File: config.mk
export PLATFORM = sky130hd
export DESIGN_NAME = hazard_unit
export DESIGN_NICKNAME = d
export VERILOG_FILES = /design/src/source/cpu_pkg.sv /design/src/source/hazard_unit.sv
export VERILOG_INCLUDE_DIRS = /design/src /design/src/source
export SDC_FILE = /design/constraint.sdc
export NUM_CORES = 1
export LEC_CHECK = 0
export ABC_AREA = 1
export BUFFER_PORTS_ARGS = -buffer_cell sky130_fd_sc_hd__buf_2
export CORE_MARGIN = 1
export CORE_UTILIZATION = 30
export DETAILED_ROUTE_END_ITERATION = 10
export PLACE_DENSITY = 0.89
export SKIP_LAST_GASP = 1
export SLEW_MARGIN = 20
export SYNTH_ARGS = -nofsm -noshare
export SYNTH_HDL_FRONTEND = slang
export SYNTH_SLANG_ARGS = --single-unit
export TNS_END_PERCENT = 50
File: constraint.sdc
create_clock -name vclk -period 1.9
set_clock_uncertainty 0.2 [all_clocks]
set_input_delay 0 -clock vclk [all_inputs]
set_output_delay 0 -clock vclk [all_outputs]
set_load 0.005 [all_outputs]
File: src/source/cpu_cfg.svh
`ifndef CPU_CFG_SVH
`define CPU_CFG_SVH

// datapath and register file sizes
`define CPU_XLEN      32    // word and address width
`define CPU_NREGS     32
`define CPU_RA_W      5     // register index width
`define CPU_OPC_W     5     // opcode and alu-op width

// instruction field positions
`define CPU_OPC_HI    31
`define CPU_OPC_LO    27
`define CPU_RD_LO     22
`define CPU_RS_LO     17
`define CPU_RT_LO     12
`define CPU_SHAMT_LO  7
`define CPU_ALUOP_LO  2

// i-type immediate, sign extended on use
`define CPU_IMM_W     17

// j-type target, zero extended
`define CPU_TGT_W     27

`endif

File: src/source/cpu_pkg.sv
`default_nettype none

`include "cpu_cfg.svh"

package cpu_pkg;

    typedef logic [`CPU_XLEN-1:0] word_t;
    typedef logic [`CPU_RA_W-1:0] reg_addr_t;

    typedef enum logic [`CPU_OPC_W-1:0] {
        OPC_RTYPE = 5'b00000,
        OPC_J     = 5'b00001,
        OPC_BNE   = 5'b00010,
        OPC_ADDI  = 5'b00101,
        OPC_BLT   = 5'b00110,
        OPC_SW    = 5'b00111,
        OPC_LW    = 5'b01000
    } opcode_e;

    typedef enum logic [`CPU_OPC_W-1:0] {
        ALU_ADD = 5'b00000,
        ALU_SUB = 5'b00001,
        ALU_AND = 5'b00010,
        ALU_OR  = 5'b00011,
        ALU_SLL = 5'b00100,
        ALU_SRA = 5'b00101
    } alu_op_e;

    // source of a decode operand
    typedef enum logic [1:0] {
        BYP_REG,
        BYP_EX,
        BYP_MEM
    } bypass_sel_e;

    // field helpers, shared by every stage
    function automatic opcode_e ir_opcode(word_t ir);
        return opcode_e'(ir[`CPU_OPC_HI:`CPU_OPC_LO]);
    endfunction

    function automatic reg_addr_t ir_rd(word_t ir);
        return ir[`CPU_RD_LO +: `CPU_RA_W];
    endfunction

    function automatic reg_addr_t ir_rs(word_t ir);
        return ir[`CPU_RS_LO +: `CPU_RA_W];
    endfunction

    function automatic reg_addr_t ir_rt(word_t ir);
        return ir[`CPU_RT_LO +: `CPU_RA_W];
    endfunction

    function automatic word_t ir_imm(word_t ir);
        return {{(`CPU_XLEN-`CPU_IMM_W){ir[`CPU_IMM_W-1]}}, ir[`CPU_IMM_W-1:0]};
    endfunction

    // r-type, addi and lw write rd
    function automatic logic writes_reg(opcode_e op);
        return op inside {OPC_RTYPE, OPC_ADDI, OPC_LW};
    endfunction

endpackage

`default_nettype wire

File: src/source/hazard_unit.sv
`timescale 1ns/1ps
`default_nettype none

module hazard_unit import cpu_pkg::*; (
    input  reg_addr_t   src_a_i,
    input  reg_addr_t   src_b_i,
    input  word_t       dx_ir_i,        // insn in execute
    input  word_t       xm_ir_i,        // insn in memory
    output bypass_sel_e byp_a_o,
    output bypass_sel_e byp_b_o,
    output logic        stall_o
);

    reg_addr_t dx_rd, xm_rd;
    logic      dx_wr, xm_wr;
    logic      dx_lw;

    assign dx_rd = ir_rd(dx_ir_i);
    assign xm_rd = ir_rd(xm_ir_i);
    assign dx_lw = (ir_opcode(dx_ir_i) == OPC_LW);

    // r0 writes never forward
    assign dx_wr = writes_reg(ir_opcode(dx_ir_i)) && (dx_rd != '0);
    assign xm_wr = writes_reg(ir_opcode(xm_ir_i)) && (xm_rd != '0);

    // newest producer first but load data is not ready in execute
    function automatic bypass_sel_e pick(reg_addr_t src);
        if (dx_wr && !dx_lw && (src == dx_rd))
            return BYP_EX;
        else if (xm_wr && (src == xm_rd))
            return BYP_MEM;
        else
            return BYP_REG;
    endfunction

    always_comb begin
        byp_a_o = pick(src_a_i);
        byp_b_o = pick(src_b_i);
    end

    // one load-use bubble then BYP_MEM picks up q_dmem
    assign stall_o = dx_lw && (dx_rd != '0) && ((src_a_i == dx_rd) || (src_b_i == dx_rd));

endmodule

`default_nettype wire

==> out/summary.txt <==
Static Leakage -> 0.000409 uW
Synth warn -> 0
1st-pass router iterations -> 4
Width of the chip -> 40.5 um
Area after DPL -> 638 um^2
Power Total -> 116 uW
Synthesis-to-finish area growth -> 43.7%
Storage cell area -> 0 um^2
Final critical-path share of the clock period -> 57.8%
Placer's final routability congestion estimate -> 0.725
Initial antenna violation count -> 0
Post-Syn Area -> 444 um^2
DRC marker count from the first detailed-route iteration -> 11
Peak VDD IR -> 78.4 uV
Run status -> finished, final reports clean
Data required time of the worst path -> 1.70 ns
Hold buffer count at cts -> 0
Proportion of layout cells with a drive suffix above 1 -> 33.6%
Core Area -> 0.00133 mm^2
WS Path Type -> in -> out
Max-slew headroom at the worst pin -> 87.9%
# setup viols final -> 0
Number of global-route vias before repair -> 505
Final standard cell area without fillers -> 638 um^2
Setup repair bufs after CTS -> 0
Filler Cells Inserted -> 151
Total grt overflow -> 0
Max-Cap Viols -> 0
Total wire length -> 1.14 mm
Number of pins exceeding their max-slew limit in the final report -> 0
Clock buffer count -> 0
Final antenna-violating net count -> 0
DRC errors left -> 0
Starting Density -> 33.3%
Endpoints failing hold -> 0
NumNets Final -> 204
Sequential cell count -> 0
Pin count of the biggest net entering global routing -> 5
# diodes -> 0
Final cell count without fillers -> 143
Synthesized instance count -> 93
Vias per Instance -> 4.34
Arrival @ worst endpoint -> 0.90 ns
First-pass GRT wire length -> 1.76 mm
Startpoint kind of the worst setup timing path -> input pin
Total area of multi-input combinational cells -> 377 um^2
Cell variety after synth -> 15
Via count of the routed design -> 621
I/O Pins -> 79
Post-route setup TNS -> 0 ns
Wire length per cell -> 7.99 um
Synth Area per Inst -> 4.78 um^2
Number of port buffers -> 35
Number of standard-cell rows in the floorplan -> 13
Placed Cells incl. Taps -> 143
Upper clock frequency limit -> 910 MHz
Critical Path Sink Type -> output pin
Detailed placement HPWL -> 1.06 mm
Synthesized Nets -> 167
Post-cts repair resize count -> 0
Power density relative to cell area -> 182 mW/mm^2
Worst hold path class -> in -> out
Post-layout minimum cycle time -> 1.10 ns
Floorplan die height -> 40.5 um
Least-Margin Pin Slew -> 0.179 ns
Setup repair after global routing missed its margin -> false
Seq/Total Area, Yosys -> 0%
Total Die Area -> 0.00164 mm^2
Critical path fanouts, max -> 2
Total track usage -> 15.1%
-- cell usage in the layout (no fill, tap or decap), types with 2 or more instances in the layout --
master / netlist / final
buf_2: 0 / 35
nor2_1: 18 / 18
inv_2: 4 / 4
nand2_1: 32 / 32
inv_1: 14 / 14
nand3_1: 4 / 4
xnor2_1: 6 / 6
nand3_2: 2 / 2
xor2_1: 6 / 6
-- through the flow --
step | worst slack [ns] | hold WS [ns] | util, %
detailed placement | 0.795 | 0.208 | 47.8
floorplan | 1.06 | -0.0338 | -
CTS | 0.793 | 0.208 | 47.8
global route | 0.727 | 0.235 | 47.8
finish | 0.801 | 0.202 | 47.8
global placement | 0.810 | 0.202 | 47.8
-- area by class of cell --
type                       count  share of cell area, %
inverter                      18                   10.6
multi-input combinational     75                   59.0
tap                           15                   2.94
timing repair buffer          35                   27.5
-- report_power, final --
| group | total (uW) | leakage (uW) | switching, uW | internal [uW] |
|---|---|---|---|---|
| Sequential | 0 | 0 | 0 | 0 |
| Clock | 0 | 0 | 0 | 0 |
| Combinational | 116 | 0.000409 | 61.6 | 54.8 |
-- worst max-delay path, stage by stage --
cell and delay [ns]:
buf_2 0.10, or2_1 0.24, a21oi_2 0.12, nand2_1 0.08, nor2_1 0.16, nor2_1 0.07, buf_2 0.12
-- routing by layer --
metal  wire, um  up-vias  GRT usage, %
met3         70        0             0
met2        575       22          31.7
li1           -      343             -
met5          0        -             0
met4          0        0             0
met1        497      256          17.3
-- worst paths after layout --
check,from,endpoint,slack [ns],cells past startpoint
worst min-delay path,dx_ir_i[28],stall_o,0.20,7
worst max-delay path,dx_ir_i[27],byp_b_o[1],0.80,7
-- cell families after synthesis --
logic type      after synthesis  synth area share [%]
compound gates                3                  4.22
buf+inv                      18                  15.2
simple gates                 60                  56.9
xor+xnor                     12                  23.7
-- cell usage after synthesis --
cell	count	area share, %
a21oi_1	1	1.1
a21oi_2	1	2.0
inv_1	14	12
inv_2	4	3.4
nand2_1	32	27
nand3_1	4	4.5
nand3_2	2	4.5
nand3b_1	1	1.7
nor2_1	18	15
nor2_2	1	1.4
nor3_1	1	1.1
o21ai_0	1	1.1
or2_1	1	1.4
xnor2_1	6	12
xor2_1	6	12
(Power assumes the default switching activity.)
