### src/source/cpu_cfg.svh
`ifndef CPU_CFG_SVH
`define CPU_CFG_SVH

// datapath and register file sizes
`define CPU_XLEN      32    // word and address width
`define CPU_NREGS     32
`define CPU_RA_W      5     // register index width
`define CPU_OPC_W     5     // opcode and alu-op width

// instruction field positions
`define CPU_OPC_HI    31
`define CPU_OPC_LO    27
`define CPU_RD_LO     22
`define CPU_RS_LO     17
`define CPU_RT_LO     12
`define CPU_SHAMT_LO  7
`define CPU_ALUOP_LO  2

// i-type immediate, sign extended on use
`define CPU_IMM_W     17

// j-type target, zero extended
`define CPU_TGT_W     27

`endif

### src/source/cpu_pkg.sv
`default_nettype none

`include "cpu_cfg.svh"

package cpu_pkg;

    typedef logic [`CPU_XLEN-1:0] word_t;
    typedef logic [`CPU_RA_W-1:0] reg_addr_t;

    typedef enum logic [`CPU_OPC_W-1:0] {
        OPC_RTYPE = 5'b00000,
        OPC_J     = 5'b00001,
        OPC_BNE   = 5'b00010,
        OPC_ADDI  = 5'b00101,
        OPC_BLT   = 5'b00110,
        OPC_SW    = 5'b00111,
        OPC_LW    = 5'b01000
    } opcode_e;

    typedef enum logic [`CPU_OPC_W-1:0] {
        ALU_ADD = 5'b00000,
        ALU_SUB = 5'b00001,
        ALU_AND = 5'b00010,
        ALU_OR  = 5'b00011,
        ALU_SLL = 5'b00100,
        ALU_SRA = 5'b00101
    } alu_op_e;

    // source of a decode operand
    typedef enum logic [1:0] {
        BYP_REG,
        BYP_EX,
        BYP_MEM
    } bypass_sel_e;

    // field helpers, shared by every stage
    function automatic opcode_e ir_opcode(word_t ir);
        return opcode_e'(ir[`CPU_OPC_HI:`CPU_OPC_LO]);
    endfunction

    function automatic reg_addr_t ir_rd(word_t ir);
        return ir[`CPU_RD_LO +: `CPU_RA_W];
    endfunction

    function automatic reg_addr_t ir_rs(word_t ir);
        return ir[`CPU_RS_LO +: `CPU_RA_W];
    endfunction

    function automatic reg_addr_t ir_rt(word_t ir);
        return ir[`CPU_RT_LO +: `CPU_RA_W];
    endfunction

    function automatic word_t ir_imm(word_t ir);
        return {{(`CPU_XLEN-`CPU_IMM_W){ir[`CPU_IMM_W-1]}}, ir[`CPU_IMM_W-1:0]};
    endfunction

    // r-type, addi and lw write rd
    function automatic logic writes_reg(opcode_e op);
        return op inside {OPC_RTYPE, OPC_ADDI, OPC_LW};
    endfunction

endpackage

`default_nettype wire

### src/source/regfile.sv
`timescale 1ns/1ps
`default_nettype none

`include "cpu_cfg.svh"

module regfile import cpu_pkg::*; (
    input  wire logic  clock,
    input  wire logic  rst_n_i,
    input  wire logic  we_i,
    input  reg_addr_t  waddr_i,
    input  word_t      wdata_i,
    input  reg_addr_t  raddr_a_i,
    input  reg_addr_t  raddr_b_i,
    output word_t      rdata_a_o,
    output word_t      rdata_b_o
);

    word_t regs [`CPU_NREGS];
    logic  wr_ok;

    assign wr_ok = we_i && (waddr_i != '0);    // r0 stays zero

    always_ff @(posedge clock) begin
        if (!rst_n_i)
            regs <= '{default: '0};
        else if (wr_ok)
            regs[waddr_i] <= wdata_i;
    end

    // same-cycle write shows through, covers distance-3 deps
    assign rdata_a_o = (wr_ok && (waddr_i == raddr_a_i)) ? wdata_i : regs[raddr_a_i];
    assign rdata_b_o = (wr_ok && (waddr_i == raddr_b_i)) ? wdata_i : regs[raddr_b_i];

endmodule

`default_nettype wire

### config.mk
export PLATFORM = sky130hd
export DESIGN_NAME = regfile
export DESIGN_NICKNAME = d
export VERILOG_FILES = /design/src/source/cpu_pkg.sv /design/src/source/regfile.sv
export VERILOG_INCLUDE_DIRS = /design/src /design/src/source
export SDC_FILE = /design/constraint.sdc
export NUM_CORES = 2
export LEC_CHECK = 0
export ABC_CLOCK_PERIOD_IN_PS = 2400
export BUFFER_PORTS_ARGS = -buffer_cell sky130_fd_sc_hd__buf_4
export CORE_ASPECT_RATIO = 1.2
export CORE_UTILIZATION = 35
export CTS_BUF_LIST = sky130_fd_sc_hd__clkbuf_4
export DETAILED_ROUTE_END_ITERATION = 8
export GPL_TIMING_DRIVEN = 0
export HOLD_SLACK_MARGIN = 0.06
export PLACE_DENSITY = 0.55
export SYNTH_ARGS = -nofsm -noshare
export SYNTH_HDL_FRONTEND = slang
export SYNTH_SLANG_ARGS = --single-unit
### constraint.sdc
create_clock -name clock -period 2.4 [get_ports clock]
set_input_delay 0.12 -clock clock [delete_from_list [all_inputs] [get_ports clock]]
set_output_delay 0.12 -clock clock [all_outputs]
set_load 0.05 [all_outputs]
==> flow_metrics.py <==
metrics = {
    "outcome": {
        "status": "complete, but fails checks",
        "violations": "capacitance limit, slew limit, setup timing",
    },
    "logic_synthesis": {
        "synth-adder-area-share_pct": 0,
        "muxShareOfSynthArea_pct": 23.09,
        "synth.distinct_cells": 43,
        "synth_top_family_by_area": "multiplexers",
        "synthesis.area_um2": 53630,
        "syn_area_per_cell_um2": 9.479,
        "yosys.area_share.simple_pct": 16.33,
        "synth_compound_area_share_pct": 16.95,
        "syn_nets": 5707,
        "yosysWarningCount": 0,
        "syn_inst": 5657,
        "synth-seq-cells": 1024,
        "synth-seq-area-share_pct": 38.23,
        "synth_xor_area_share_pct": 0.1633,
    },
    "final_layout": {
        "design_area_um2": 64370,
        "reg_top3": "regs: 1024 flops",
        "largest_reg_flops": 1024,
        "nNetsFinal": 6219,
        "syn_to_final_growth_pct": 20.04,
        "final_cells": 8340,
        "regMostFlops": "regs",
        "drive_gt1_share_pct": 26.21,
    },
    "sta": {
        "period_share_pct": 136.6,
        "max_freq_mhz": 305.1,
        "setup-violations-final": 100,
        "clock_skew_ns": 0,
        "period_minus_slack_ns": 3.278,
        "rsz0062_at_grt": "true",
        "slew_viol_final": 22,
        "final_hold_viol_count": 0,
        "worstMarginPinSlew_ns": 1.561,
        "fin_ws_ns": -0.8778,
        "relSlewSlack_pct": -4.070,
    },
    "clock_tree": {
        "htree_levels": 5,
        "cts-buffers-inserted": 298,
        "cts_root_buf": "clkbuf_4",
        "clock_sinks": 1024,
        "clock_latency_ns": 1.32,
        "post-cts-setup-buffer-count": 0,
        "clock_path_buffers": 4,
        "tritoncts": "done",
        "clk_pin_slew_ns": 0.06,
    },
    "critical_path": {
        "critPathLaunch": "raddr_a_i[4]",
        "cp.required_ns": 2.28,
        "r2r_setup_slack_ns": 1.11,
        "worst-r2r-cell-count": 3,
        "start_kind": "input pin",
        "crit_type": "input pin to primary output",
        "end_kind": "primary output",
        "critPathMaxStageDelay_ns": 0.70,
        "rr_endpoint": "regs[0]",
        "worstSetupEndpoint": "rdata_a_o[21]",
        "timing.rr.start": "regs[0]",
        "critPathArrivalTime_ns": 3.16,
        "crit_path_max_fanout": 10,
        "slowest_stage": "buf_1",
        "crit_chain": "buf_4 -> buf_2 -> or3b_2 -> clkbuf_1 -> buf_1 -> o22ai_2 -> nor4_4 -> mux2_4 -> buf_6",
    },
    "grt": {
        "grt_pass1_vias": 47400,
        "grt_pass1_wl_um": 343600,
        "grt_overflow": 0,
        "grt_antenna_before_repair": 11,
        "grt_max_degree": 17,
        "grt_use_total_pct": 31.57,
    },
    "die": {
        "io_pins": 114,
        "die_h_um": 430.8,
        "die_area_um2": 154800,
        "num_rows": 157,
        "start_util_pct": 35.22,
        "die_w_um": 359.3,
        "core_area_um2": 152200,
    },
    "worst_hold_path": {
        "min_path_type": "input pin to register",
    },
    "routing": {
        "routed_wl_um": 248300,
        "drtAntennaViolNets": 0,
        "routedWlPerCell_um": 29.78,
        "drt_iter0_markers": 4755,
        "viasPerCell": 5.751,
        "route.detailed.drc": 0,
        "dr_total_vias": 47970,
        "firstDrtPassIters": 5,
    },
    "place": {
        "dp_hpwl_um": 191800,
        "gp_congestion": 1.013,
        "placed_cells": 7745,
        "post_dp_cell_area_um2": 56880,
        "pre_cts_slack_ns": -1.268,
        "port_buffers": 101,
    },
    "flow_run": {
        "maxCapViolCount": 2,
    },
    "power": {
        "leakage_nw": 20.84,
        "vdd_drop_max_v": 0.0005023,
        "powerDensity_nw_per_um2": 606.4,
    },
}
[power by group]
group	switching [mW]	internal, mW	total (mW)
Clock	8.05	7.97	16.0
Combinational	3.83	1.98	5.80
Sequential	0.0917	17.1	17.2
[critical path, delay by kind of cell]
family,cells,cell delay (ns)
and+or+nand+nor,2,0.75
buffers and inverters,5,1.73
AOI/OAI and AO/OA,1,0.26
muxes,1,0.27
[metal layers]
metal  vias to the layer above  part of all wire [%]  track usage [%]
met5                         -                0.0056                0
met4                         2                   7.9            23.40
met3                       732                   8.2            7.354
met2                      2426                    46            50.49
met1                     23660                    38            37.00
li1                      21140                     -                -
[Yosys cell counts, drive strengths merged]
cell	n	share of area [%]
a21boi	992	14
or3b	10	0.16
nand2b	2	0.023
nor3b	5	0.070
dfxtp	1024	38
o31ai	2	0.054
or3	3	0.044
and3b	6	0.098
nand3	7	0.065
mux2	66	1.6
o221a	1	0.021
and2	32	0.37
buf	202	2.5
xor2	4	0.065
xnor2	6	0.098
nor2	34	0.32
mux4	511	21
nand3b	12	0.17
a221oi	1	0.016
o22ai	253	3.0
nand2	2018	14
mux2i	2	0.037
and3	2	0.023
nor3	1	0.0093
or4b	1	0.019
o221ai	1	0.016
inv	1	0.0070
and4	1	0.016
or4	1	0.014
nor4	64	0.80
clkbuf	392	2.7
[worst min-delay path by stage]
stage	to	startpoint	cells after the start	slack, ns
finish	regs[607]	waddr_i[0]	6	0.17
global route	regs[160]	waddr_i[0]	6	0.10
CTS	regs[256]	waddr_i[1]	6	0.08
detailed placement	regs[822]	regs[822]	2	0.46
global placement	regs[835]	regs[835]	2	0.45
floorplan	regs[0]	wdata_i[0]	2	0.26
[per-stage QoR]
stage                     hold WS, ns  total power [mW]  utilization, %  TNS, ns
after detailed placement       0.4585             22.45           37.36  -265.54
after CTS                     0.07603             38.93           41.84   -52.72
after global routing           0.1044             40.15           42.27   -51.33
after global placement         0.4497             22.42           37.36  -356.39
final                          0.1694             39.03           42.28   -48.29
after floorplan                0.2649             20.31               -        0
[kinds of logic after synthesis]
logic type,after synthesis
DFF,1024
xor gates and xnor gates,10
muxes,579
buffers and inverters,595
AOI/OAI and AO/OA,1250
and+or+nand+nor,2199
[repair_timing]
action                                  4_1_cts  5_1_grt
hold buffers                                111        0
gates resized for setup                     428      169
endpoints found under the setup margin       64      114
endpoints found under the hold margin       992        0
pin swaps                                    97       67
[final cells by class]
class                      instances  area [µm²]
buffer                           594        2845
multi-input combinational       4038       32840
fill                           15040       87870
clock inverter                    57       247.7
inverter                           1       3.754
clock buffer                     414        3108
sequential                      1024       20600
tap                             1987        2486
antenna                           13       32.53
timing repair buffer             212        2213
[cell usage in the layout, fill, tap and decap left out, types with 32 or more instances in the layout]
cell and instances:
a21boi_1 110, buf_2 118, dfxtp_2 78, and2_1 32
clkbuf_4 416, a21boi_0 882, dfxtp_1 946, o22ai_2 78
buf_4 84, buf_6 69, mux4_2 511, o22ai_1 79
mux2_4 45, dlygate4sd3_1 110, nand2_1 2018, clkbuf_1 369
clkinv_1 46, o22ai_4 96
Note: power is estimated with default switching activity, not from simulation.
