==> src/source/cpu_cfg.svh <==
`ifndef CPU_CFG_SVH
`define CPU_CFG_SVH

// datapath and register file sizes
`define CPU_XLEN      32    // word and address width
`define CPU_NREGS     32
`define CPU_RA_W      5     // register index width
`define CPU_OPC_W     5     // opcode and alu-op width

// instruction field positions
`define CPU_OPC_HI    31
`define CPU_OPC_LO    27
`define CPU_RD_LO     22
`define CPU_RS_LO     17
`define CPU_RT_LO     12
`define CPU_SHAMT_LO  7
`define CPU_ALUOP_LO  2

// i-type immediate, sign extended on use
`define CPU_IMM_W     17

// j-type target, zero extended
`define CPU_TGT_W     27

`endif

==> src/source/cpu_pkg.sv <==
`default_nettype none

`include "cpu_cfg.svh"

package cpu_pkg;

    typedef logic [`CPU_XLEN-1:0] word_t;
    typedef logic [`CPU_RA_W-1:0] reg_addr_t;

    typedef enum logic [`CPU_OPC_W-1:0] {
        OPC_RTYPE = 5'b00000,
        OPC_J     = 5'b00001,
        OPC_BNE   = 5'b00010,
        OPC_ADDI  = 5'b00101,
        OPC_BLT   = 5'b00110,
        OPC_SW    = 5'b00111,
        OPC_LW    = 5'b01000
    } opcode_e;

    typedef enum logic [`CPU_OPC_W-1:0] {
        ALU_ADD = 5'b00000,
        ALU_SUB = 5'b00001,
        ALU_AND = 5'b00010,
        ALU_OR  = 5'b00011,
        ALU_SLL = 5'b00100,
        ALU_SRA = 5'b00101
    } alu_op_e;

    // source of a decode operand
    typedef enum logic [1:0] {
        BYP_REG,
        BYP_EX,
        BYP_MEM
    } bypass_sel_e;

    // field helpers, shared by every stage
    function automatic opcode_e ir_opcode(word_t ir);
        return opcode_e'(ir[`CPU_OPC_HI:`CPU_OPC_LO]);
    endfunction

    function automatic reg_addr_t ir_rd(word_t ir);
        return ir[`CPU_RD_LO +: `CPU_RA_W];
    endfunction

    function automatic reg_addr_t ir_rs(word_t ir);
        return ir[`CPU_RS_LO +: `CPU_RA_W];
    endfunction

    function automatic reg_addr_t ir_rt(word_t ir);
        return ir[`CPU_RT_LO +: `CPU_RA_W];
    endfunction

    function automatic word_t ir_imm(word_t ir);
        return {{(`CPU_XLEN-`CPU_IMM_W){ir[`CPU_IMM_W-1]}}, ir[`CPU_IMM_W-1:0]};
    endfunction

    // r-type, addi and lw write rd
    function automatic logic writes_reg(opcode_e op);
        return op inside {OPC_RTYPE, OPC_ADDI, OPC_LW};
    endfunction

endpackage

`default_nettype wire

==> src/source/fetch_stage.sv <==
`timescale 1ns/1ps
`default_nettype none

`include "cpu_cfg.svh"

module fetch_stage import cpu_pkg::*; (
    input  wire logic  clock,
    input  wire logic  rst_n_i,
    input  word_t      q_imem_i,        // instruction at current pc
    input  wire logic  stall_i,
    input  wire logic  branch_taken_i,
    input  word_t      branch_target_i,
    output word_t      address_imem_o,
    output word_t      fd_pc_o,
    output word_t      fd_ir_o
);

    word_t pc_q;
    word_t pc_next;
    word_t jump_target;
    logic  is_j;

    // j is resolved here, straight off the memory
    assign is_j        = (ir_opcode(q_imem_i) == OPC_J);
    assign jump_target = {{(`CPU_XLEN-`CPU_TGT_W){1'b0}}, q_imem_i[`CPU_TGT_W-1:0]};

    // branch over jump over stall over pc+1
    always_comb begin
        if (branch_taken_i)
            pc_next = branch_target_i;
        else if (is_j)
            pc_next = jump_target;
        else if (stall_i)
            pc_next = pc_q;             // hold for load-use
        else
            pc_next = pc_q + 1'b1;
    end

    always_ff @(posedge clock) begin
        if (!rst_n_i)
            pc_q <= '0;
        else
            pc_q <= pc_next;
    end

    assign address_imem_o = pc_q;

    // fetch/decode latch, nop on flush or on the j itself
    always_ff @(posedge clock) begin
        if (!rst_n_i)
            fd_ir_o <= '0;
        else if (branch_taken_i)
            fd_ir_o <= '0;
        else if (!stall_i)
            fd_ir_o <= is_j ? '0 : q_imem_i;    // a stalled decode insn survives a j
    end

    always_ff @(posedge clock) begin
        if (branch_taken_i || !stall_i)
            fd_pc_o <= pc_q;            // only branches look at it
    end

endmodule

`default_nettype wire

==> config.mk <==
export PLATFORM = sky130hd
export DESIGN_NAME = fetch_stage
export DESIGN_NICKNAME = d
export VERILOG_FILES = /design/src/source/cpu_pkg.sv /design/src/source/fetch_stage.sv
export VERILOG_INCLUDE_DIRS = /design/src /design/src/source
export SDC_FILE = /design/constraint.sdc
export NUM_CORES = 1
export LEC_CHECK = 0
export BUFFER_PORTS_ARGS = -buffer_cell sky130_fd_sc_hd__buf_2
export CORE_MARGIN = 4
export CORE_UTILIZATION = 50
export CTS_BUF_LIST = sky130_fd_sc_hd__clkbuf_8
export DETAILED_ROUTE_END_ITERATION = 12
export PLACE_DENSITY_LB_ADDON = 0.08
export SYNTH_ARGS = -nofsm -noshare
export SYNTH_HDL_FRONTEND = slang
export SYNTH_SLANG_ARGS = --single-unit
==> constraint.sdc <==
create_clock -name clock -period 4 [get_ports clock]
set_input_delay 0.8 -clock clock [delete_from_list [all_inputs] [get_ports clock]]
set_output_delay 0.8 -clock clock [all_outputs]
set_load 0.05 [all_outputs]
==> results.ini, run 1 <==
[critical_path]
cp_max_fo = 12
cpMaxStageDelayCell = nand3_1
crit_chain = buf_2, nor3b_2, nand2_1, nand3_1, a21oi_1, a311oi_1
cp.required_ps = 4280
cp-start-kind = primary input
crit_arrival_ps = 2570
worstSetupPathType = in -> reg
critical-path-max-stage-delay_ps = 470
ff2ff_setup_slack_ps = 1790
endpoint_kind = flop

[placed_design]
hpwl_um = 9840
gp_congestion = 0.897
port_buffers = 163
placed_cell_area_sq_um = 5320

[yosys]
ys_warn_count = 0
postSynthCellCount = 481
synth_edf_count = 32
avgSynthCellArea_sq_um = 9.25
synth_cell_types = 62
ys.flop_type = dfxtp_1
synth_commonest_cells = dfxtp_1, nand2_1, a21oi_1, nand3_1, edfxtp_1
yosys.cell_count.top_type = dfxtp_1
netlist.area_leader.share_pct = 28.8
ys_top_cells_by_area = dfxtp_1, edfxtp_1, a21oi_1, nand3_1, nand2_1
yosysTopAreaCell = dfxtp_1
synth_area_sq_um = 4450
ys_ff_latch = 96
synthesis.nets = 550
async_reset_ff_share_pct = 0
yosysSeqAreaShare_pct = 50.4

[clocking]
clock_path_buffers = 2
path_clk_slew_ps = 90
cts_root_buf = clkbuf_8
cts_resized = 0
cts_buffers = 9
clock_latency_ps = 370
postCtsHoldBufs = 0
cts_tree = yes
cts_sinks = 96
cts-htree-levels = 3
postCtsSetupBuffers = 0

[timing]
fin_crit_ps = 2290
max_slew.worst_pin.slew_ps = 638
relSlewSlack_pct = 57.2
drv_slew = 0
fmax_mhz = 436
setup_violations = 0
finClkSkew_ps = 10.5
fin_crit_sh_pct = 57.4
finalHoldViolCount = 0
fin_tns_setup_ps = 0
hold_ws_ps = 462
rsz0062_at_grt = no

[global_route]
antenna_found_initial = 0
grt-ovfl-total = 0
grt_util_all_layers_pct = 26.0
grt_pass1_wl_um = 21200
grt_max_degree = 39
grt_pass1_vias = 4095

[power]
power_density_nw_per_um2 = 419
swShare_pct = 33.2
power_frac_seq_pct = 48.6
p_int_mw = 1.55
vdd_drop_max_v = 0.000197
p_sw_mw = 0.770
p_total_mw = 2.32
pwr-share-clk_pct = 30.6
leakage_nw = 2.43
comb_power_share_pct = 20.8

[routing]
dr.pass1.iters = 5
drc_errors = 0
vias_per_cell = 6.00
drt-total-wl_um = 13600
wl_per_cell_um = 18.4
vias = 4460
drt_iter0_drc = 485
final_antenna_net_count = 0

[run_status]
status = completed

[finish]
syn2layout_area_growth_pct = 24.5
multiInputGateArea_sq_um = 2040
seq_area_sq_um = 2240
n_fill_cell = 771
final_area_sq_um = 5540
antennaDiodeCount = 0
drive_gt1_share_pct = 31.2
final_nets = 699

[job]
maxCapViolCount = 0

[floorplan]
core_sq_um = 8680
die_y_um = 102
io-pin-count = 164
initial_utilization_pct = 51.3
dieArea_sq_um = 10500
die_w_um = 102
row_count = 34

[worst_hold_path]
hp-class = reg -> reg

==> final timing paths <==
kind	to	startpoint	cells after the start
hold reg to reg	fd_ir_o[3]	fd_ir_o[3]	2
setup reg to reg	address_imem_o[26]	address_imem_o[3]	5
hold / removal	fd_ir_o[3]	fd_ir_o[3]	2
setup / recovery	address_imem_o[20]	q_imem_i[28]	6
==> state kept, by name, summed over array words and instances, names as in the netlist <==
name            flops
fd_ir_o            32
fd_pc_o            32
address_imem_o     32
==> metrics by stage <==
stage,setup slack [ps],util [%],instances
2_1_floorplan,1390,-,481
3_3_place_gp,1490,61.3,727
3_5_place_dp,1360,61.3,727
4_1_cts,1730,63.9,743
5_1_grt,1570,63.9,743
6_report,1710,63.9,743
==> layout make-up <==
type                       instances  share of cell area, %
timing repair buffer             172                   15.9
inverter                           6                  0.406
multi-input combinational        345                   36.8
tap                              108                   2.44
clock inverter                     7                   1.72
sequential                        96                   40.5
clock buffer                       9                   2.23
==> placed cells by master, fill, tap and decap left out, types with 4 or more instances in the layout <==
| cell type | instances |
|---|---|
| dfxtp_1 | 64 |
| a31oi_1 | 5 |
| nor2_1 | 23 |
| xor2_1 | 9 |
| buf_2 | 163 |
| nand4_1 | 9 |
| and3_1 | 14 |
| o21ai_0 | 16 |
| a21oi_1 | 49 |
| mux2i_1 | 7 |
| nand3_1 | 49 |
| xnor2_1 | 7 |
| nor4_1 | 4 |
| o22ai_1 | 4 |
| and4_1 | 6 |
| buf_4 | 9 |
| clkbuf_8 | 9 |
| edfxtp_1 | 32 |
| o221ai_1 | 7 |
| nor3_1 | 8 |
| nand2_1 | 63 |
==> power groups by stage <==
stage / clock network [mW] / registers (mW) / logic [mW]
2_1_floorplan: 0 / 1.35 / 0.132
3_3_place_gp: 0 / 1.15 / 0.476
3_5_place_dp: 0 / 1.15 / 0.481
4_1_cts: 0.719 / 1.13 / 0.483
5_1_grt: 0.756 / 1.14 / 0.512
6_report: 0.710 / 1.13 / 0.483
==> per-layer routing <==
| layer | share of wire (%) | GRT usage (%) | up-vias |
|---|---|---|---|
| li1 | - | - | 2089 |
| met4 | 1.8 | 8.78 | 0 |
| met3 | 11 | 6.21 | 30 |
| met5 | 0 | 0 | - |
| met1 | 43 | 38.0 | 2067 |
| met2 | 44 | 37.7 | 274 |
==> worst max-delay path, delay by kind of cell <==
family | cells | cell delay (ps)
buf+inv | 1 | 120
simple gates | 3 | 1270
compound gates | 2 | 390
==> cells by family (layout without fill, tap and decap cells) <==
kind of cell             count (synthesis)  count (layout)  synth area share, %
adder cells (fa/ha/maj)                  1               1                0.281
buffers and inverters                   40             194                 3.82
multiplexers                             7               7                 1.57
XOR/XNOR                                16              16                 3.15
AO/OA/AOI/OAI                          124             124                 18.3
AND/OR/NAND/NOR                        197             197                 22.5
flip-flops                              96              96                 50.4
Power figures use the tool's default switching activity.
==> run 2, diff against run 1 <==
--- a/config.mk
+++ b/config.mk
@@ -8,7 +8,7 @@
 export LEC_CHECK = 0
 export BUFFER_PORTS_ARGS = -buffer_cell sky130_fd_sc_hd__buf_2
 export CORE_MARGIN = 4
-export CORE_UTILIZATION = 50
+export CORE_UTILIZATION = 46
 export CTS_BUF_LIST = sky130_fd_sc_hd__clkbuf_8
 export DETAILED_ROUTE_END_ITERATION = 12
 export PLACE_DENSITY_LB_ADDON = 0.08
==> constraint.sdc (replaced) <==
create_clock -name clock -period 2.11 [get_ports clock]
set_input_delay 0.422 -clock clock [delete_from_list [all_inputs] [get_ports clock]]
set_output_delay 0.422 -clock clock [all_outputs]
set_load 0.05 [all_outputs]
==> results.ini, run 2 (synthesis gave the netlist of run 1 again) <==
[run_status]
status = completed

[global_route]
grt-ovfl-total = 0  ; unchanged
use_met2_pct = 36.2  ; -1.5 points
gr-usage-met1_pct = 36.2  ; -1.8 points
grt_max_degree = 33  ; -15%
grt_util_all_layers_pct = 24.3  ; -1.6 points
grt_pass1_wl_um = 22000  ; +3.7%
grt_use_met3_pct = 4.98  ; -1.2 points
antenna_found_initial = 0  ; unchanged
top_usage_layer = met2
grt_pass1_vias = 4161  ; +1.6%

[power]
leakage_nw = 2.53  ; +3.9%
vdd_drop_max_v = 0.000411  ; +110%
power_density_nw_per_um2 = 749  ; +79%

[critical_path]
cp_max_fo = 6  ; -6
cp.required_ps = 2350  ; -1930 ps
cp-start-kind = flop
worstSetupPathType = reg -> reg
crit_arrival_ps = 2210  ; -360 ps
endpoint_kind = flop

[clocking]
clock_path_buffers = 2  ; unchanged
cts-htree-levels = 3  ; unchanged
cts_sinks = 96  ; unchanged
cts_root_buf = clkbuf_8
path_clk_slew_ps = 100  ; about the same
clock_latency_ps = 360  ; about the same
cts_buffers = 9  ; unchanged
cts_tree = yes
postCtsSetupBuffers = 0  ; unchanged

[floorplan]
core_sq_um = 9330  ; +7.5%
io-pin-count = 164  ; unchanged
die_y_um = 106  ; +3.9%
row_count = 35  ; +2.9%
initial_utilization_pct = 47.7  ; -3.6 points
dieArea_sq_um = 11300  ; +8.0%
die_w_um = 106  ; +3.9%

[placed_design]
hpwl_um = 10500  ; +7.1%
port_buffers = 163  ; unchanged
gp_congestion = 0.877  ; -2.2%

[job]
maxCapViolCount = 0  ; unchanged

[finish]
syn2layout_area_growth_pct = 28.3
final_nets = 721  ; +3.1%
most-common-layout-cells = buf_2, nand2_1, dfxtp_1, a21oi_1, nand3_1
antennaDiodeCount = 0  ; unchanged
drive_gt1_share_pct = 33.6  ; +2.5 points
final_common_cell = buf_2
n_fill_cell = 874  ; +13%

[routing]
vias = 4472  ; +0.27%
wl_per_cell_um = 17.9  ; -2.7%
final_antenna_net_count = 0  ; unchanged
dr.pass1.iters = 6  ; +1
drt-total-wl_um = 14100  ; +3.0%
drt_iter0_drc = 387  ; -20%
drc_errors = 0  ; unchanged
vias_per_cell = 5.69  ; -5.2%

[timing]
drv_slew = 0  ; unchanged
finalHoldViolCount = 0  ; unchanged
setup_violations = 0  ; unchanged
fin_crit_ps = 1970
max_slew.worst_pin.slew_ps = 615  ; -23.4 ps
rsz0062_at_grt = no
relSlewSlack_pct = 59.0  ; +1.8 points
finClkSkew_ps = 15.6  ; +5.11 ps
fmax_mhz = 509
fin_tns_setup_ps = 0  ; unchanged
hold_ws_ps = 286  ; -176 ps
fin_crit_sh_pct = 93.2

[worst_hold_path]
hp-class = in -> reg

run 2: cell count changes in the layout (fill, tap and decap cells not counted), sizes merged:
cell      previous run  this run
clkinvlp             1         2
buf                172       194
bufinv               2         1
clkinv               6         4
inv                  4         6
run 2: worst paths after layout:
check                     from            endpoint  slack, ps  cells after the start
min reg2reg         fd_ir_o[5]          fd_ir_o[5]        460                      2
max reg2reg  address_imem_o[9]  address_imem_o[15]        140                      6
max          address_imem_o[9]  address_imem_o[15]        140                      6
min               q_imem_i[21]  address_imem_o[21]        290                      3
run 2: metal layers:
metal | routed length (um) | vias to the layer above
li1 | - | 2131
met1 | 6430 | 2074
met2 | 6060 | 246
met3 | 1380 | 21
met4 | 180 | 0
met5 | 0 | -
run 2: timing repair:
item                       CTS  global route
setup endpoints to repair    0             2
gates resized for setup      0             2
hold buffers                 0             0
run 2: report_power, final:
part / switching, mW / total [mW] / internal, mW
Combinational: 0.708 / 0.972 / 0.264
Sequential: 0.0830 / 2.12 / 2.03
Clock: 0.646 / 1.19 / 0.541
run 2: worst max-delay path, cell delays in order, from the launching register on:
cell	delay, ps
dfxtp_1	460
and4_1	340
buf_4	180
and3_1	260
nand3_1	130
and3_1	210
o31a_1	260
run 2: metrics by stage:
stage	cells	total power [mW]	setup slack, ps	util [%]	instance area [sq um]
floorplan	481	2.81	-12.1	-	4460
global placement	770	3.12	180	59.2	5520
detailed placement	770	3.13	97.5	59.2	5520
CTS	786	4.30	82.3	61.2	5710
global route	786	4.43	60.1	61.2	5710
finish	786	4.27	144	61.2	5710
run 2: area by class of cell:
cell class / instances / area, sq um / share of cell area, %
Clock buffer: 9 / 124 / 2.17
Sequential cell: 96 / 2240 / 39.3
Timing Repair Buffer: 194 / 1050 / 18.4
Multi-Input combinational cell: 345 / 2040 / 35.8
Tap cell: 129 / 161 / 2.83
Clock inverter: 7 / 65.1 / 1.14
Inverter: 6 / 22.5 / 0.394
