===== src/source/cpu_cfg.svh =====
`ifndef CPU_CFG_SVH
`define CPU_CFG_SVH

// datapath and register file sizes
`define CPU_XLEN      32    // word and address width
`define CPU_NREGS     32
`define CPU_RA_W      5     // register index width
`define CPU_OPC_W     5     // opcode and alu-op width

// instruction field positions
`define CPU_OPC_HI    31
`define CPU_OPC_LO    27
`define CPU_RD_LO     22
`define CPU_RS_LO     17
`define CPU_RT_LO     12
`define CPU_SHAMT_LO  7
`define CPU_ALUOP_LO  2

// i-type immediate, sign extended on use
`define CPU_IMM_W     17

// j-type target, zero extended
`define CPU_TGT_W     27

`endif


===== src/source/cpu_pkg.sv =====
`default_nettype none

`include "cpu_cfg.svh"

package cpu_pkg;

    typedef logic [`CPU_XLEN-1:0] word_t;
    typedef logic [`CPU_RA_W-1:0] reg_addr_t;

    typedef enum logic [`CPU_OPC_W-1:0] {
        OPC_RTYPE = 5'b00000,
        OPC_J     = 5'b00001,
        OPC_BNE   = 5'b00010,
        OPC_ADDI  = 5'b00101,
        OPC_BLT   = 5'b00110,
        OPC_SW    = 5'b00111,
        OPC_LW    = 5'b01000
    } opcode_e;

    typedef enum logic [`CPU_OPC_W-1:0] {
        ALU_ADD = 5'b00000,
        ALU_SUB = 5'b00001,
        ALU_AND = 5'b00010,
        ALU_OR  = 5'b00011,
        ALU_SLL = 5'b00100,
        ALU_SRA = 5'b00101
    } alu_op_e;

    // source of a decode operand
    typedef enum logic [1:0] {
        BYP_REG,
        BYP_EX,
        BYP_MEM
    } bypass_sel_e;

    // field helpers, shared by every stage
    function automatic opcode_e ir_opcode(word_t ir);
        return opcode_e'(ir[`CPU_OPC_HI:`CPU_OPC_LO]);
    endfunction

    function automatic reg_addr_t ir_rd(word_t ir);
        return ir[`CPU_RD_LO +: `CPU_RA_W];
    endfunction

    function automatic reg_addr_t ir_rs(word_t ir);
        return ir[`CPU_RS_LO +: `CPU_RA_W];
    endfunction

    function automatic reg_addr_t ir_rt(word_t ir);
        return ir[`CPU_RT_LO +: `CPU_RA_W];
    endfunction

    function automatic word_t ir_imm(word_t ir);
        return {{(`CPU_XLEN-`CPU_IMM_W){ir[`CPU_IMM_W-1]}}, ir[`CPU_IMM_W-1:0]};
    endfunction

    // r-type, addi and lw write rd
    function automatic logic writes_reg(opcode_e op);
        return op inside {OPC_RTYPE, OPC_ADDI, OPC_LW};
    endfunction

endpackage

`default_nettype wire


===== src/source/mem_wb_stage.sv =====
`timescale 1ns/1ps
`default_nettype none

module mem_wb_stage import cpu_pkg::*; (
    input  wire logic  clock,
    input  wire logic  rst_n_i,
    input  word_t      xm_ir_i,
    input  word_t      xm_o_i,
    input  word_t      xm_b_i,
    input  word_t      q_dmem_i,        // read data for address_dmem_o
    output word_t      address_dmem_o,
    output word_t      data_o,
    output logic       wren_o,
    output word_t      mem_fwd_o,
    output logic       we_o,
    output reg_addr_t  waddr_o,
    output word_t      wdata_o
);

    opcode_e xm_opc;
    word_t   mw_ir;
    word_t   mw_data;

    assign xm_opc = ir_opcode(xm_ir_i);

    // data memory side
    assign address_dmem_o = xm_o_i;
    assign data_o         = xm_b_i;
    assign wren_o         = (xm_opc == OPC_SW);

    // load result if lw, else the alu result
    assign mem_fwd_o = (xm_opc == OPC_LW) ? q_dmem_i : xm_o_i;

    // memory/writeback latch
    always_ff @(posedge clock) begin
        if (!rst_n_i)
            mw_ir <= '0;
        else
            mw_ir <= xm_ir_i;
    end

    always_ff @(posedge clock) begin
        mw_data <= mem_fwd_o;       // already the write-back value
    end

    // write-back for r-type, addi and lw
    assign we_o    = writes_reg(ir_opcode(mw_ir));
    assign waddr_o = ir_rd(mw_ir);
    assign wdata_o = mw_data;

endmodule

`default_nettype wire


===== config.mk =====
export PLATFORM = sky130hd
export DESIGN_NAME = mem_wb_stage
export DESIGN_NICKNAME = d
export VERILOG_FILES = /design/src/source/cpu_pkg.sv /design/src/source/mem_wb_stage.sv
export VERILOG_INCLUDE_DIRS = /design/src /design/src/source
export SDC_FILE = /design/constraint.sdc
export NUM_CORES = 1
export LEC_CHECK = 0
export BUFFER_PORTS_ARGS = -buffer_cell sky130_fd_sc_hd__buf_4
export CAP_MARGIN = 40
export CORE_AREA = 2 2 102 104
export DETAILED_ROUTE_END_ITERATION = 6
export DIE_AREA = 0 0 104 106
export MAX_ROUTING_LAYER = met4
export PLACE_DENSITY = 0.66
export SYNTH_ARGS = -nofsm -noshare
export SYNTH_HDL_FRONTEND = slang
export SYNTH_SLANG_ARGS = --single-unit

===== constraint.sdc =====
create_clock -name clock -period 5.75 [get_ports clock]
set_clock_uncertainty 0.1 [all_clocks]
set_input_delay 1.4375 -clock clock [delete_from_list [all_inputs] [get_ports clock]]
set_output_delay 1.4375 -clock clock [all_outputs]
set_load 0.005 [all_outputs]

==> run_results.csv, run 1 <==
group,metric,value,unit
power,ir_drop,0.0842,mV
layout,antennaDiodeCount,0,
global_routing,use_met3,4.60,%
place,hpwlAfterDp,4280,um
floorplan,core,10000,sq um
clock_network,cts_resized,0,
outcome,status,"completed",
yosys,synth_area,1880,sq um
critical_path,worstPathRequired,4.21,ns
sta,tightestPinTransition,0.232,ns
critical_path,start_kind,"input port",
floorplan,ios,265,
clock_network,cts.repair_timing.setup_buffer_count,0,
drt,totalWireLength,5070,um
sta,rsz0062_at_grt,"false",
layout,synthToLayoutAreaGrowth,56.7,%
global_routing,grt_max_degree,18,
sta,tns,0,ns
critical_path,arrival,2.72,ns
sta,maxSlewViolCount,0,
layout,fillers,1042,
clock_network,postCtsHoldBufs,0,
layout,final_nets,409,
clock_network,cts.sinks,42,
clock_network,clockRootBuffer,"clkbuf_8",
sta,finalCriticalPeriod,4.26,ns
global_routing,grt_pass1_vias,1512,
drt,drc,0,
clock_network,numCtsBuffers,5,
global_routing,grt.overflow.total,0,
sta,slew_headroom,84.5,%
clock_network,clockBufferDepth,2,
hold_path,holdPathStages,2,
critical_path,worst-setup-path-type,"in2out",
global_routing,grt_antenna_before_repair,0,
power,total_power,647,uW
yosys,synthesis.nets,294,
layout,drive_gt1_share,78.2,%
global_routing,met1_usage,7.44,%
place,io_buffers,178,
drt,via_count,1500,
floorplan,die_h,106,um
sta,timing.final.crit_share,74.1,%
critical_path,path_max_fanout,17,
global_routing,grtUsageMet2,15.9,%
floorplan,die_w,104,um
yosys,synth_cell_type_count,13,
place,gp_congestion,0.718,
sta,max_freq,235,MHz
hold_path,whs_endpoint,"mw_ir[24]",
global_routing,grt_pass1_wl,7400,um
power,p_per_area,220,nW/um^2
yosys,yosys_warnings,0,
power,leakage,1.42,nW
drt,drt-initial-drc-count,23,
flow_run,maxCapViolations,0,
drt,vias_per_cell,3.61,
global_routing,grt_use_total,8.69,%
yosys,postSynthCellCount,164,
global_routing,busiest_layer,"met2",
yosys,synth_seq_cells,42,
drt,ant_nets,0,
hold_path,hp-class,"in2reg",
sta,hold_viol,0,
yosys,ys_seq_area_share,44.8,%
clock_network,cts_tree,"yes",
sta,setup_viol,0,
critical_path,end_kind,"primary output",
hold_path,hold_start,"xm_ir_i[24]",
floorplan,rows,37,
clock_network,htree_levels,2,
drt,post_drt_wl_per_cell,12.2,um
drt,firstDrtPassIters,2,
yosys,avgSynthCellArea,11.4,sq um
floorplan,initial_core_util,18.8,%
floorplan,die_area,11000,sq um
clock_network,clk_pin_slew_worst_paths,0.08,ns
[final cells by class]
| class | instances | area, sq um | share of cell area [%] |
|---|---|---|---|
| Clock buffer | 5 | 68.8 | 2.34 |
| Clock inverter | 3 | 25.0 | 0.851 |
| Multi-Input combinational cell | 50 | 483 | 16.4 |
| Sequential cell | 42 | 841 | 28.6 |
| Tap cell | 136 | 170 | 5.79 |
| Timing Repair Buffer | 180 | 1350 | 46.0 |
[metrics by stage]
stage               setup slack, ns  cells  utilization, %  instance area (sq um)  hold WS, ns
floorplan                      1.79    164               -                   1880         1.46
global placement               1.48    408            28.5                   2850         1.55
detailed placement             1.46    408            28.5                   2850         1.55
CTS                            1.46    416            29.4                   2940         1.24
global route                   1.42    416            29.4                   2940         1.24
finish                         1.49    416            29.4                   2940         1.25
[synthesized netlist by cell type, drive strengths merged]
master	n	area (sq um)
a21oi	1	5.00
and2	10	62.6
buf	72	552
dfxtp	42	841
mux2	32	360
nand2b	1	6.26
nand4b	1	8.76
nor2	2	7.51
nor2b	1	6.26
nor3	1	5.00
nor4	1	21.3
[worst max-delay path: stages]
cell      delay [ns]
buf_4           0.11
nand2b_1        0.17
nor4_4          0.16
buf_4           0.29
mux2_1          0.40
buf_4           0.15
[cells in the final DEF, fill, tap and decap left out]
master / Yosys / final
clkbuf_8: 0 / 5
clkinv_4: 0 / 1
nor3_1: 1 / 1
buf_4: 69 / 180
nor2_1: 2 / 2
a21oi_1: 1 / 1
mux2_2: 30 / 30
nor4_4: 1 / 1
nand4b_1: 1 / 1
inv_6: 0 / 1
nand2b_1: 1 / 1
clkinvlp_4: 0 / 1
dfxtp_1: 42 / 42
mux2_1: 2 / 2
nor2b_1: 1 / 1
and2_1: 10 / 10
[routing by layer]
layer | vias up | wire (um) | part of all wire [%]
li1 | 690 | - | -
met1 | 670 | 1600 | 32
met2 | 126 | 2720 | 54
met3 | 14 | 648 | 13
met4 | 0 | 97 | 1.9
met5 | - | 0 | 0
[cell families after synthesis]
logic type / after synthesis / share of synthesized area, %
compound gates: 1 / 0.267
buf+inv: 72 / 29.4
flops: 42 / 44.8
mux: 32 / 19.2
simple gates: 17 / 6.27
[worst max path at each step]
stage | from | to | depth (start not counted)
after global placement | xm_ir_i[28] | mem_fwd_o[5] | 6
after floorplan | xm_ir_i[28] | mem_fwd_o[10] | 4
after detailed placement | xm_ir_i[28] | mem_fwd_o[5] | 6
after global routing | xm_ir_i[28] | mem_fwd_o[6] | 6
final | xm_ir_i[28] | mem_fwd_o[5] | 6
after CTS | xm_ir_i[28] | mem_fwd_o[5] | 6
[flip-flops by register name, indices dropped and copies added (netlist names)]
signal,count
wdata_o,32
mw_ir,10
[report_power, final]
group          switching, mW  internal [mW]
clock                  0.111         0.0877
sequential           0.00484          0.308
combinational         0.0424         0.0931
No activity file was read; power rests on OpenSTA's default activity.
==> run 2: changes to the inputs <==
--- a/config.mk
+++ b/config.mk
@@ -6,13 +6,14 @@
 export SDC_FILE = /design/constraint.sdc
 export NUM_CORES = 1
 export LEC_CHECK = 0
+export ABC_AREA = 1
 export BUFFER_PORTS_ARGS = -buffer_cell sky130_fd_sc_hd__buf_4
 export CAP_MARGIN = 40
 export CORE_AREA = 2 2 102 104
 export DETAILED_ROUTE_END_ITERATION = 6
 export DIE_AREA = 0 0 104 106
 export MAX_ROUTING_LAYER = met4
-export PLACE_DENSITY = 0.66
+export PLACE_DENSITY = 0.68
 export SYNTH_ARGS = -nofsm -noshare
 export SYNTH_HDL_FRONTEND = slang
 export SYNTH_SLANG_ARGS = --single-unit
==> constraint.sdc (replaced) <==
create_clock -name clock -period 3.95 [get_ports clock]
set_clock_uncertainty 0.1 [all_clocks]
set_input_delay 0.9875 -clock clock [delete_from_list [all_inputs] [get_ports clock]]
set_output_delay 0.9875 -clock clock [all_outputs]
set_load 0.005 [all_outputs]
==> run 2 against run 1 <==
Setup slack worse by 0.88 ns. Design area up 4.6%. Sequential cell count unchanged. Highest routed layer unchanged. Power is 58% higher. Largest cell class unchanged. Non-clock buffer count is 1 higher. Cell count is 19% higher. Utilization increased by 1.4 points. Critical path depth stayed put. Via count is 31% higher. Die area unchanged.
==> run_results.csv, run 2 <==
group,metric,value,unit
global_routing,met1_usage,11.8,%
drt,drt-initial-drc-count,54,
floorplan,ios,265,
yosys,synth_top_area_share,41.0,%
place,gp_congestion,0.891,
global_routing,grt_antenna_before_repair,0,
floorplan,die_area,11000,sq um
yosys,synth_seq_cells,42,
place,io_buffers,178,
yosys,synth-main-ff-cell,"dfxtp_1",
yosys,synth_cell_type_count,13,
critical_path,end_kind,"primary output",
clock_network,numCtsBuffers,5,
clock_network,htree_levels,2,
layout,layout_common_cells,"buf_4, nand2_1, dfxtp_1, nand4_1, inv_1",
drt,drc,0,
sta,finalCriticalPeriod,3.34,ns
clock_network,cts.repair_timing.setup_buffer_count,0,
clock_network,clk_pin_slew_worst_paths,0.08,ns
global_routing,grt_max_degree,33,
layout,synthToLayoutAreaGrowth,49.9,%
floorplan,initial_core_util,20.5,%
layout,antennaDiodeCount,0,
drt,via_count,1966,
clock_network,cts_tree,"yes",
critical_path,worst-setup-path-type,"in2out",
global_routing,grt_use_total,12.3,%
hold_path,hold_start,"xm_ir_i[24]",
drt,vias_per_cell,3.97,
yosys,synth_edf_count,0,
sta,hold_slack,0.788,ns
yosys,synth_adder_area_share,0,%
layout,final_nets,488,
drt,ant_nets,0,
yosys,yosys.area_share.xor_xnor,0,%
sta,setup_viol,0,
clock_network,postCtsHoldBufs,0,
layout,drive_gt1_share,53.8,%
floorplan,die_h,106,um
floorplan,core,10000,sq um
clock_network,clockBufferDepth,2,
sta,hold_viol,0,
global_routing,grt_pass1_wl,10100,um
sta,max_freq,300,MHz
critical_path,start_kind,"input port",
yosys,synthTopCellsByCount,"buf_4, nand2_1, dfxtp_1",
place,hpwlAfterDp,5630,um
sta,slew_headroom,71.8,%
yosys,synth_compound_area_share,0.366,%
layout,final_common_cell,"buf_4",
yosys,avgSynthCellArea,8.14,sq um
global_routing,grt_pass1_vias,1880,
critical_path,worstPathRequired,2.86,ns
yosys,yosys.area_share.simple,26.5,%
clock_network,clockRootBuffer,"clkbuf_8",
yosys,ys_async_sr_fraction,0,%
floorplan,die_w,104,um
hold_path,whs_endpoint,"mw_ir[24]",
critical_path,arrival,2.25,ns
hold_path,hp-class,"in2reg",
yosys,synth.area.mux_share,0,%
sta,rsz0062_at_grt,"false",
global_routing,busiest_layer,"met2",
yosys,synthesis.nets,382,
power,total_power,1.02,mW
outcome,status,"completed",
power,leakage,1.67,nW
yosys,yosys_warnings,0,
clock_network,cts_resized,0,
layout,largest_reg_flops,32,
drt,firstDrtPassIters,4,
sta,timing.final.crit_share,84.5,%
yosys,synth_area,2050,sq um
floorplan,rows,37,
sta,tns,0,ns
global_routing,grt.overflow.total,0,
drt,totalWireLength,7060,um
power,ir_drop,0.138,mV
yosys,synth_top_family_by_area,"buffers and inverters",
drt,post_drt_wl_per_cell,14.3,um
flow_run,maxCapViolations,0,
clock_network,cts.sinks,42,
yosys,ys_seq_area_share,41.0,%
global_routing,grtUsageMet2,22.3,%
power,p_per_area,332,nW/um^2
yosys,synthTopCellsByArea,"dfxtp_1, buf_4, nand2_1, nand4_1, inv_1",
yosys,postSynthCellCount,252,
hold_path,holdPathStages,3,
global_routing,use_met3,4.54,%
sta,tightestPinTransition,0.423,ns
critical_path,path_max_fanout,32,
sta,maxSlewViolCount,0,
yosys,yosysTopAreaCell,"dfxtp_1",
==> run 2: cell types whose count changed after synthesis, moves of 6 or more <==
| cell | before | now |
|---|---|---|
| nand2_1 | 0 | 75 |
| buf_4 | 69 | 75 |
| nand4_1 | 0 | 33 |
| mux2_2 | 30 | 0 |
| inv_1 | 0 | 10 |
| and2_1 | 10 | 0 |
==> run 2: critical path, stage by stage <==
cell	delay [ns]
buf_4	0.13
nor2_4	0.31
nand3_4	0.40
nand2_1	0.17
nand2_1	0.10
buf_4	0.14
==> run 2: per-stage QoR <==
stage / instance area [sq um] / instances / worst slack, ns / util (%)
after detailed placement: 2970 / 487 / 0.564 / 29.7
after global routing: 3080 / 495 / 0.474 / 30.8
after CTS: 3080 / 495 / 0.553 / 30.8
after global placement: 2970 / 487 / 0.597 / 29.7
after floorplan: 2050 / 252 / 1.34 / -
final: 3080 / 495 / 0.613 / 30.8
==> run 2: worst max path at each step <==
stage	startpoint	end	slack [ns]
after floorplan	xm_ir_i[30]	mem_fwd_o[10]	1.34
after global placement	xm_ir_i[29]	mem_fwd_o[9]	0.60
after detailed placement	xm_ir_i[28]	mem_fwd_o[9]	0.56
after CTS	xm_ir_i[28]	mem_fwd_o[9]	0.55
after global routing	xm_ir_i[28]	mem_fwd_o[9]	0.47
final	xm_ir_i[28]	mem_fwd_o[9]	0.61
==> run 2: layer usage <==
metal / vias up / wire length, um
met4: 0 / 159
met3: 18 / 664
met1: 879 / 2530
li1: 949 / -
met5: - / 0
met2: 120 / 3700
==> run 2: power by group <==
part / switching, mW / total [mW] / internal, mW
clock: 0.155 / 0.343 / 0.189
combinational: 0.0898 / 0.222 / 0.132
sequential: 0.00712 / 0.457 / 0.449
==> run 2: cell families after synthesis <==
logic type / after synthesis
buffers and inverters: 94
AND/OR/NAND/NOR: 115
flip-flops: 42
AO/OA/AOI/OAI: 1
==> run 2: layout make-up <==
type,instances,area [sq um]
clock buffer,6,72.6
clock inverter,2,37.5
fill,1076,6920
inverter,12,45.0
multi-input combinational,116,551
sequential,42,841
tap,136,170
timing repair buffer,181,1360
